===== src/source/wave_consts.svh =====
`ifndef WAVE_CONSTS_SVH
`define WAVE_CONSTS_SVH

// Frequency value and divider width
`define WAVE_FREQ_W 11

// Divider terminal count, pointer steps when reached
`define WAVE_DIV_TOP 2047

// Length start value width
`define WAVE_LEN_W 8

// Sample index over 32 nibbles
`define WAVE_PTR_W 5

// Byte address into the 16 byte wave RAM
`define WAVE_ADDR_W 4

// Width of one sample and of the output level
`define WAVE_SAMPLE_W 4

// Clock cycles per length tick
// Kept short so the length counter runs out quickly in simulation
`define WAVE_FRAME_DIV 64

`endif


===== src/source/wave_pkg.sv =====
`include "wave_consts.svh"

package wave_pkg;

    // Frequency setting and divider value
    typedef logic [`WAVE_FREQ_W-1:0] freq_t;

    // Length counter start value
    typedef logic [`WAVE_LEN_W-1:0] length_t;

    // Volume code
    // 0 mute, 1 full, 2 half, 3 quarter
    typedef logic [1:0] volume_t;

    // Wave RAM byte address
    typedef logic [`WAVE_ADDR_W-1:0] wave_addr_t;

    // Two samples per byte, high nibble plays first
    typedef logic [2*`WAVE_SAMPLE_W-1:0] wave_byte_t;

    // One sample or one output level
    typedef logic [`WAVE_SAMPLE_W-1:0] sample_t;

    // Index of the current sample
    typedef logic [`WAVE_PTR_W-1:0] wave_ptr_t;

endpackage


===== src/source/wave_ram.sv =====
`timescale 1ns/10ps
`include "wave_consts.svh"

module wave_ram (
    input  logic                    clk_pointer_inc,
    input  logic                    ram_we,
    input  wave_pkg::wave_addr_t    ram_addr,
    input  wave_pkg::wave_byte_t    ram_wdata,
    input  wave_pkg::wave_addr_t    wave_a,
    output wave_pkg::wave_byte_t    wave_d
);

    import wave_pkg::*;

    // Number of bytes in the table
    localparam int DEPTH = 1 << `WAVE_ADDR_W;

    ////////////////////////////////////////////////////////////
    // Storage
    ////////////////////////////////////////////////////////////

    // 16 bytes, 32 four bit samples
    // Contents undefined until written
    wave_byte_t mem [0:DEPTH-1];

    // CPU write port
    // Takes effect on the edge with the strobe high
    always_ff @(posedge clk_pointer_inc) begin
        if (ram_we) begin
            mem[ram_addr] <= ram_wdata;
        end
    end

    ////////////////////////////////////////////////////////////
    // Player read port
    ////////////////////////////////////////////////////////////

    // Asynchronous read, no output register
    // The player sees a new byte in the same cycle the pointer moves
    assign wave_d = mem[wave_a];

endmodule


===== src/source/frame_sequencer.sv =====
`timescale 1ns/10ps
`include "wave_consts.svh"

module frame_sequencer (
    input  logic clk_pointer_inc,
    input  logic start,
    output logic length_tick
);

    // Counter wide enough for one frame period
    localparam int CNT_W = $clog2(`WAVE_FRAME_DIV);

    // Last count of the period
    localparam logic [CNT_W-1:0] CNT_LAST = CNT_W'(`WAVE_FRAME_DIV - 1);

    logic [CNT_W-1:0] cnt;

    // Free running, modulo WAVE_FRAME_DIV
    // Never touched by the channel trigger
    always_ff @(posedge clk_pointer_inc or posedge start) begin
        if (start) begin
            cnt <= '0;
        end else if (cnt == CNT_LAST) begin
            cnt <= '0;
        end else begin
            cnt <= cnt + 1'b1;
        end
    end

    // One cycle strobe on the last count
    // Counter sits at zero in reset, so no tick there
    assign length_tick = (cnt == CNT_LAST);

    // Tick is a single cycle pulse, the length counter relies on it
    a_tick_one_cycle : assert property (
        @(posedge clk_pointer_inc) disable iff (start)
        length_tick |=> !length_tick
    );

endmodule


===== src/source/sound_length_ctr.sv =====
`timescale 1ns/10ps

module sound_length_ctr (
    input  logic              clk_pointer_inc,
    input  logic              start,
    input  logic              length_tick,
    input  logic              trigger,
    input  logic              single,
    input  wave_pkg::length_t length,
    output logic              enable
);

    import wave_pkg::*;

    // Current length count, counts up toward all ones
    length_t cnt;

    // Overflow point of the count
    logic cnt_full;

    assign cnt_full = (cnt == '1);

    ////////////////////////////////////////////////////////////
    // Length count and channel enable
    ////////////////////////////////////////////////////////////

    // Trigger wins over a tick in the same cycle
    // Ticks only count in single mode with the channel running
    // Tick at 255 drops enable, count stays put
    always_ff @(posedge clk_pointer_inc or posedge start) begin
        if (start) begin
            cnt    <= '0;
            enable <= 1'b0;
        end else if (trigger) begin
            cnt    <= length;
            enable <= 1'b1;
        end else if (length_tick && single && enable) begin
            if (cnt_full) begin
                enable <= 1'b0;
            end else begin
                cnt <= cnt + 1'b1;
            end
        end
    end

    // So with single set, enable falls at tick 256 - length
    // With single clear the channel plays until the next reset

    // Only a trigger can turn the channel on
    a_enable_needs_trigger : assert property (
        @(posedge clk_pointer_inc) disable iff (start)
        $rose(enable) |-> $past(trigger)
    );

endmodule


===== src/source/sound_wave.sv =====
`timescale 1ns/10ps
`include "wave_consts.svh"

module sound_wave (
    input  logic                 clk_pointer_inc,
    input  logic                 start,
    input  logic                 trigger,
    input  logic                 on,
    input  logic                 single,
    input  wave_pkg::length_t    length,
    input  logic                 length_tick,
    input  wave_pkg::volume_t    volume,
    input  wave_pkg::freq_t      frequency,
    output wave_pkg::wave_addr_t wave_a,
    input  wave_pkg::wave_byte_t wave_d,
    output wave_pkg::sample_t    level,
    output logic                 enable
);

    import wave_pkg::*;

    // Sample rate divider, counts up to the terminal count
    freq_t     divider;

    // Index of the sample being played
    wave_ptr_t pointer;

    // High on the cycle the divider overflows
    logic      advance;

    // Nibble picked from the RAM byte
    sample_t   cur_sample;

    // Sample after the volume shift
    sample_t   scaled;

    ////////////////////////////////////////////////////////////
    // Frequency divider and sample pointer
    ////////////////////////////////////////////////////////////

    assign advance = (divider == freq_t'(`WAVE_DIV_TOP));

    // Period is 2048 - frequency cycles per sample
    always_ff @(posedge clk_pointer_inc or posedge start) begin
        if (start) begin
            divider <= '0;
        end else if (trigger || advance) begin
            divider <= frequency;
        end else begin
            divider <= divider + 1'b1;
        end
    end

    // Restart at sample 0 on trigger
    // With on low the divider keeps running but the pointer holds
    always_ff @(posedge clk_pointer_inc or posedge start) begin
        if (start) begin
            pointer <= '0;
        end else if (trigger) begin
            pointer <= '0;
        end else if (advance && on) begin
            pointer <= pointer + 1'b1;   // wraps 31 to 0
        end
    end

    ////////////////////////////////////////////////////////////
    // Sample fetch and volume
    ////////////////////////////////////////////////////////////

    // Two samples per byte
    assign wave_a = pointer[`WAVE_PTR_W-1:1];

    // High nibble on even index, low nibble on odd
    assign cur_sample = pointer[0] ? wave_d[`WAVE_SAMPLE_W-1:0]
                                   : wave_d[2*`WAVE_SAMPLE_W-1:`WAVE_SAMPLE_W];

    always_comb begin
        case (volume)
            2'd0:    scaled = '0;
            2'd1:    scaled = cur_sample;
            2'd2:    scaled = cur_sample >> 1;
            default: scaled = cur_sample >> 2;
        endcase
    end

    // Silent whenever the length counter has the channel off
    assign level = enable ? scaled : '0;

    // Length counter
    sound_length_ctr length_ctr_i (
        .clk_pointer_inc (clk_pointer_inc),
        .start           (start),
        .length_tick     (length_tick),
        .trigger         (trigger),
        .single          (single),
        .length          (length),
        .enable          (enable)
    );

    // Pointer moves only by restart or by a single step
    a_ptr_step : assert property (
        @(posedge clk_pointer_inc) disable iff (start)
        $changed(pointer) |-> ($past(trigger) && pointer == '0) ||
                              ($past(advance) && $past(on) &&
                               pointer == wave_ptr_t'($past(pointer) + 1'b1))
    );

endmodule


===== src/source/wave_channel_top.sv =====
`timescale 1ns/10ps

module wave_channel_top (
    input  logic                 clk_pointer_inc,
    input  logic                 start,
    input  logic                 on,
    input  logic                 single,
    input  wave_pkg::volume_t    volume,
    input  wave_pkg::freq_t      frequency,
    input  wave_pkg::length_t    length,
    input  logic                 trigger,
    input  logic                 ram_we,
    input  wave_pkg::wave_addr_t ram_addr,
    input  wave_pkg::wave_byte_t ram_wdata,
    output wave_pkg::sample_t    level,
    output logic                 enable
);

    import wave_pkg::*;

    // Length tick from the frame sequencer
    logic       length_tick;

    // Player read port of the wave RAM
    wave_addr_t wave_a;
    wave_byte_t wave_d;

    ////////////////////////////////////////////////////////////
    // Wave table, tick source and player
    ////////////////////////////////////////////////////////////

    wave_ram ram_i (
        .clk_pointer_inc (clk_pointer_inc),
        .ram_we          (ram_we),
        .ram_addr        (ram_addr),
        .ram_wdata       (ram_wdata),
        .wave_a          (wave_a),
        .wave_d          (wave_d)
    );

    frame_sequencer frame_seq_i (
        .clk_pointer_inc (clk_pointer_inc),
        .start           (start),
        .length_tick     (length_tick)
    );

    // Level valid one edge after trigger
    sound_wave wave_i (
        .clk_pointer_inc (clk_pointer_inc),
        .start           (start),
        .trigger         (trigger),
        .on              (on),
        .single          (single),
        .length          (length),
        .length_tick     (length_tick),
        .volume          (volume),
        .frequency       (frequency),
        .wave_a          (wave_a),
        .wave_d          (wave_d),
        .level           (level),
        .enable          (enable)
    );

endmodule


===== config.mk =====
export PLATFORM = sky130hd
export DESIGN_NAME = wave_channel_top
export DESIGN_NICKNAME = d
export VERILOG_FILES = /design/src/source/wave_pkg.sv /design/src/source/wave_ram.sv /design/src/source/frame_sequencer.sv /design/src/source/sound_length_ctr.sv /design/src/source/sound_wave.sv /design/src/source/wave_channel_top.sv
export VERILOG_INCLUDE_DIRS = /design/src /design/src/source
export SDC_FILE = /design/constraint.sdc
export NUM_CORES = 1
export LEC_CHECK = 0
export ABC_AREA = 1
export BUFFER_PORTS_ARGS = -buffer_cell sky130_fd_sc_hd__buf_2
export CORE_MARGIN = 2
export CORE_UTILIZATION = 61
export CTS_CLUSTER_DIAMETER = 80
export DETAILED_ROUTE_END_ITERATION = 10
export PLACE_DENSITY = 0.8
export SLEW_MARGIN = 20
export SYNTH_ARGS = -nofsm -noshare
export SYNTH_HDL_FRONTEND = slang
export SYNTH_HIERARCHICAL = 1
export SYNTH_SLANG_ARGS = --single-unit

===== constraint.sdc =====
create_clock -name clk_pointer_inc -period 2.1 [get_ports clk_pointer_inc]
set_input_delay 0.105 -clock clk_pointer_inc [delete_from_list [all_inputs] [get_ports clk_pointer_inc]]
set_output_delay 0.105 -clock clk_pointer_inc [all_outputs]
set_load 0.01 [all_outputs]

* After elaboration in Yosys (flattened, before gate mapping) *
Memories as Yosys holds them, arrays and structs flattened.
Cells that the tools add are included.

storage, ports and cells
  bits in registers = 31
  memory bits (writable) = 128
  input port bits = 39
  output and inout bits = 5
  logic and storage cells = 41
  memories = 1

memory list
  memory     depth  width  rd ports  clocked after memory_dff  wr ports  line            RTL
  ram_i.mem  16     8      1         0                         1         wave_ram.sv:24  wave_byte_t mem [0:DEPTH-1];

cells by class
  add/subtract/negate cells = 4
  equal/unequal tests = 6
  muxes and demuxes = 15
  reduce and logical (&&, ||, !) cells = 10

operator list
  operator                 count
  $mux W8                  3
  $pmux W4 S3              1
  $add A11 B1 Y11 const B  1
  $eq A11 B11 Y1 const B   1
  $mux W11                 1
  $mux W5                  2
  $add A8 B1 Y8 const B    1
  $eq A8 B8 Y1 const B     1
  $mux W4                  2
  $add A6 B1 Y6 const B    1
  $eq A6 B6 Y1 const B     1
  $mux W6                  1
  $reduce_bool A2 Y1       3
  $add A5 B1 Y5 const B    1
  $mux W1                  5
  $reduce_and A2 Y1        2
  $logic_and A1 B1 Y1      3
  $eq A2 B1 Y1 const B     1
  $eq A2 B2 Y1 const B     1
  $logic_not A2 Y1         1
  $ne A2 B2 Y1 const B     1
  $logic_or A1 B1 Y1       1

* Logic depth before layout (Yosys ltp) *
  word-level depth = 5
  mapped depth = 15
  mapped depth without buffers = 13

* Cells and area by module *
Netlist, hierarchy kept.

by module, submodules not included
  module            instances  cells each  area an instance (µm²)  sequential area each (µm²)
  wave_ram          1          543         5606.6                  3843.7
  sound_wave        1          154         1082.3                  400.4
  sound_length_ctr  1          95          631.9                   225.2
  frame_sequencer   1          24          262.8                   150.1

* Worst setup path after synthesis *
No wires, ideal clock.

  path type = register -> output
  start point = register wave_i.pointer[3]
  end point = output level[0]
  arrival time = 1.678 ns
  data required time = 1.995 ns
  slack = 0.317 ns
  cell stages (with the launch flop) = 13
  buffers on the path = 3
  path through = dfrtp_1 -> buf_4 -> buf_2 -> inv_1 -> buf_4 -> nand3_1 -> nand3_1 -> nand2_1 -> or2_2 -> o211ai_1 -> nand3_1 -> nand2_1 -> inv_1

between the ends
  longest elaborated chain between the ends = 4

ends and longest elaborated chain
  what                      line                    RTL
  start: declaration        sound_wave.sv:26        wave_ptr_t pointer;
  start signal: assignment  sound_wave.sv:62        pointer <= pointer + 1'b1;
  $mem_v2 Z16 W8            n/a
  named net wave_d[4]       wave_channel_top.sv:26  wave_byte_t wave_d;
  $mux W4                   sound_wave.sv:74        assign cur_sample = pointer[0] ? wave_d[`WAVE_SAMPLE_W-1:0]
  $pmux W4 S3               sound_wave.sv:78        case (volume)
  $mux W4                   sound_wave.sv:87        assign level = enable ? scaled : '0;
  end: declaration          wave_channel_top.sv:15  output wave_pkg::sample_t level,

The timed path passes the listed nets, and every way through them passes these cells.

* Worst setup path in the final report *
  start point = register wave_i.pointer[1]
  end point = output level[0]

Same word-level chain as after synthesis.

==> reports/results.tsv <==
metric	value	unit
power_density	763	mW/mm²
synth-seq-area-share	0.609	
synthAdderAreaFrac	0.00660	
tritoncts	yes	
crit_chain	buf_8 > nand2_1 > nand3_1 > nand3_1 > nand3_1 > nand2_1 > or2_2 > o211ai_1 > nand3_1 > nand2_1 > inv_1 > buf_2	
fin_ws	-334	ps
hold_end	wave_i/length_ctr_i/cnt[3]	
fp.dieW	116	µm
synth_top_area_share	0.507	
clkSinkCount	159	
slew_headroom	0.458	
hold_path_startpoint	length[3]	
first_global_vias	5766	
crit_slowest_cell	dfrtp_2	
drt_first_pass_iters	6	
finalCriticalPeriod	2430	ps
io_buffers	43	
ctsRootBufferMaster	clkbuf_16	
hold_path.class	in2reg	
finalHoldWorstSlack	18.4	ps
initial_core_util	0.629	
synth_cells	816	
fmax	0.411	GHz
ir_drop	0.979	mV
wl	17900	µm
async_reset_ff_frac	0.195	
htreeDepth	4	
muxShareOfSynthArea	0	
routabilityCongestion	0.866	
syn_avg_cell_area	9.29	µm²
syn-cell-area	0.00758	mm²
grt_start_max_net_pins	41	
drtIter0Drc	709	
cts_made_buffers	17	
gr-total-overflow	0	
critPathBufInv	3	
ant_nets	0	
finalSetupViolations	4	
grt_pass1_wl	28400	µm
crit_path_start_kind	flip-flop	
core	0.0121	mm²
io_pins	44	
syn_to_final_growth	16.8	%
synth_xor_xnor_area_share	0.0127	
violations	setup timing	
hold_viol_final	0	
dieArea	0.0133	mm²
slew_viol_final	0	
worstSetupEndpointType	output pin	
synthFlopType	edfxtp_1	
max_cap_viol_count	0	
vias_per_cell	5.44	
rsz0062_at_grt	true	
final_layout_size_suffix_gt1_frac	0.145	
synth_compound_area_frac	0.0127	
synth_nets	859	
clkTransAtPathRegs	60	ps
vias	5840	
worst_path_most_repeated_cell	nand3_1	
skew	5.49	ps
ys_ff_latch	159	
synthTopCellsByArea	edfxtp_1 51%, nand2_1 14%, dfrtp_1 10%	
hold_depth	5	
r2r-end	wave_i/length_ctr_i/cnt[1]	
synth_top_family_by_area	simple AND/OR/NAND/NOR gates	
tightestPinTransition	810	ps
avgRoutedWirePerCell	16.7	µm
yosys.area_share.simple	0.266	
required	2000	ps
num_rows	40	
synth_edf_count	128	
r2r_cells	10	
crit_fanout	27	
cp.arrival	2330	ps
route.detailed.drc	0	
p_leak	4.02	nW
yosysTopAreaCell	edfxtp_1	
synthTopCellsByCount	278 x nand2_1, 128 x edfxtp_1, 128 x nand3_1, 123 x inv_1, 36 x nor2_1	
min_period_over_period	1.16	
synth.distinct_cells	30	
status	finished, violations left	
r2r_start	frame_seq_i/cnt[0]	
power.total	6.76	mW
clock_path_buffers	2	
clock_latency	420	ps
diodes	0	
path_class	reg2out	
max_stage_delay	470	ps
yosys.cell_count.top_type	nand2_1	
die_h	116	µm
worst-r2r-setup-slack	400	ps
track_usage	0.288	
antenna_found_initial	0	
hpwl	11100	µm
synth_warnings	6	
nNetsFinal	935	
cpLargestDelayFamily	simple AND/OR/NAND/NOR gates	
==> per-layer routing <==
metal / part of all wire / GRT usage / up-vias
li1: - / - / 2761
met1: 0.40 / 0.366 / 2739
met2: 0.50 / 0.474 / 293
met3: 0.074 / 0.0706 / 47
met4: 0.026 / 0.123 / 0
met5: 0 / 0 / -
==> worst max-delay path by stage <==
| stage | depth (start not counted) | to | from |
|---|---|---|---|
| after global placement | 13 | level[0] | wave_i/pointer[1] |
| after global routing | 14 | level[1] | wave_i/pointer[1] |
| after floorplan | 12 | level[0] | wave_i/pointer[3] |
| after CTS | 12 | level[0] | wave_i/pointer[1] |
| after detailed placement | 13 | level[0] | wave_i/pointer[1] |
| final | 12 | level[0] | wave_i/pointer[1] |
==> layout by cell type (no fill, tap or decap), drive strengths merged, types with 2 or more instances in the layout <==
| cell | n |
|---|---|
| nand2 | 283 |
| nand3 | 132 |
| edfxtp | 128 |
| inv | 128 |
| buf | 70 |
| nor2 | 43 |
| dfrtp | 31 |
| clkbuf | 17 |
| dlygate4sd3 | 17 |
| o21ai | 12 |
| clkinv | 12 |
| xor2 | 9 |
| a21oi | 5 |
| ha | 4 |
| nand3b | 4 |
| clkinvlp | 3 |
| xnor2 | 2 |
| nand4 | 2 |
==> worst min-delay path, stage by stage <==
cell and delay [ps]:
buf_2 80, nand2_1 40, nand2_1 50, nand2_1 50
o21ai_1 70
==> sequential cells by signal, summed over array words and instances (netlist names) <==
register,count
wave_i/divider,11
frame_seq_i/cnt,6
wave_i/length_ctr_i/enable,1
ram_i/mem,128
wave_i/length_ctr_i/cnt,8
wave_i/pointer,5
==> repair_timing <==
action | 4_1_cts | 5_1_grt
cloned | 2 | 0
hold buffers | 17 | 0
pin swaps | 4 | 1
setup endpoints to repair | 4 | 4
resized for setup | 20 | 4
endpoints found under the hold margin | 47 | 0
buffers inserted | 2 | 0
==> cells by family (layout without fill, tap and decap cells) <==
logic type / Yosys count / count (layout)
AOI/OAI and AO/OA: 18 / 18
xor gates and xnor gates: 11 / 11
buffers and inverters: 159 / 248
DFF: 159 / 159
and+or+nand+nor: 465 / 465
adders and majority gates: 4 / 4
==> power breakdown <==
part           switching [mW]  internal (mW)  total (mW)
Combinational           0.242          0.137       0.378
Sequential             0.0599           3.50        3.56
Clock                    1.21           1.62        2.82
==> per-stage QoR <==
stage / std cells / worst slack (ps) / instance area [µm²] / TNS, ps / utilization
finish: 1073 / -334 / 8860 / -1040 / 0.735
CTS: 1073 / -267 / 8840 / -879 / 0.733
detailed placement: 1020 / 119 / 7990 / 0 / 0.663
global placement: 1020 / 162 / 7990 / 0 / 0.663
global route: 1073 / -421 / 8860 / -1430 / 0.735
floorplan: 816 / 317 / 7580 / 0 / -
==> final cells by class <==
| cell class | count | area [µm²] |
|---|---|---|
| sequential | 159 | 4620 |
| fill | 842 | 3200 |
| multi-input combinational | 498 | 2300 |
| timing repair buffer | 87 | 686 |
| inverter | 129 | 495 |
| clock buffer | 17 | 425 |
| tap | 168 | 210 |
| clock inverter | 15 | 121 |
(Power assumes the default switching activity.)
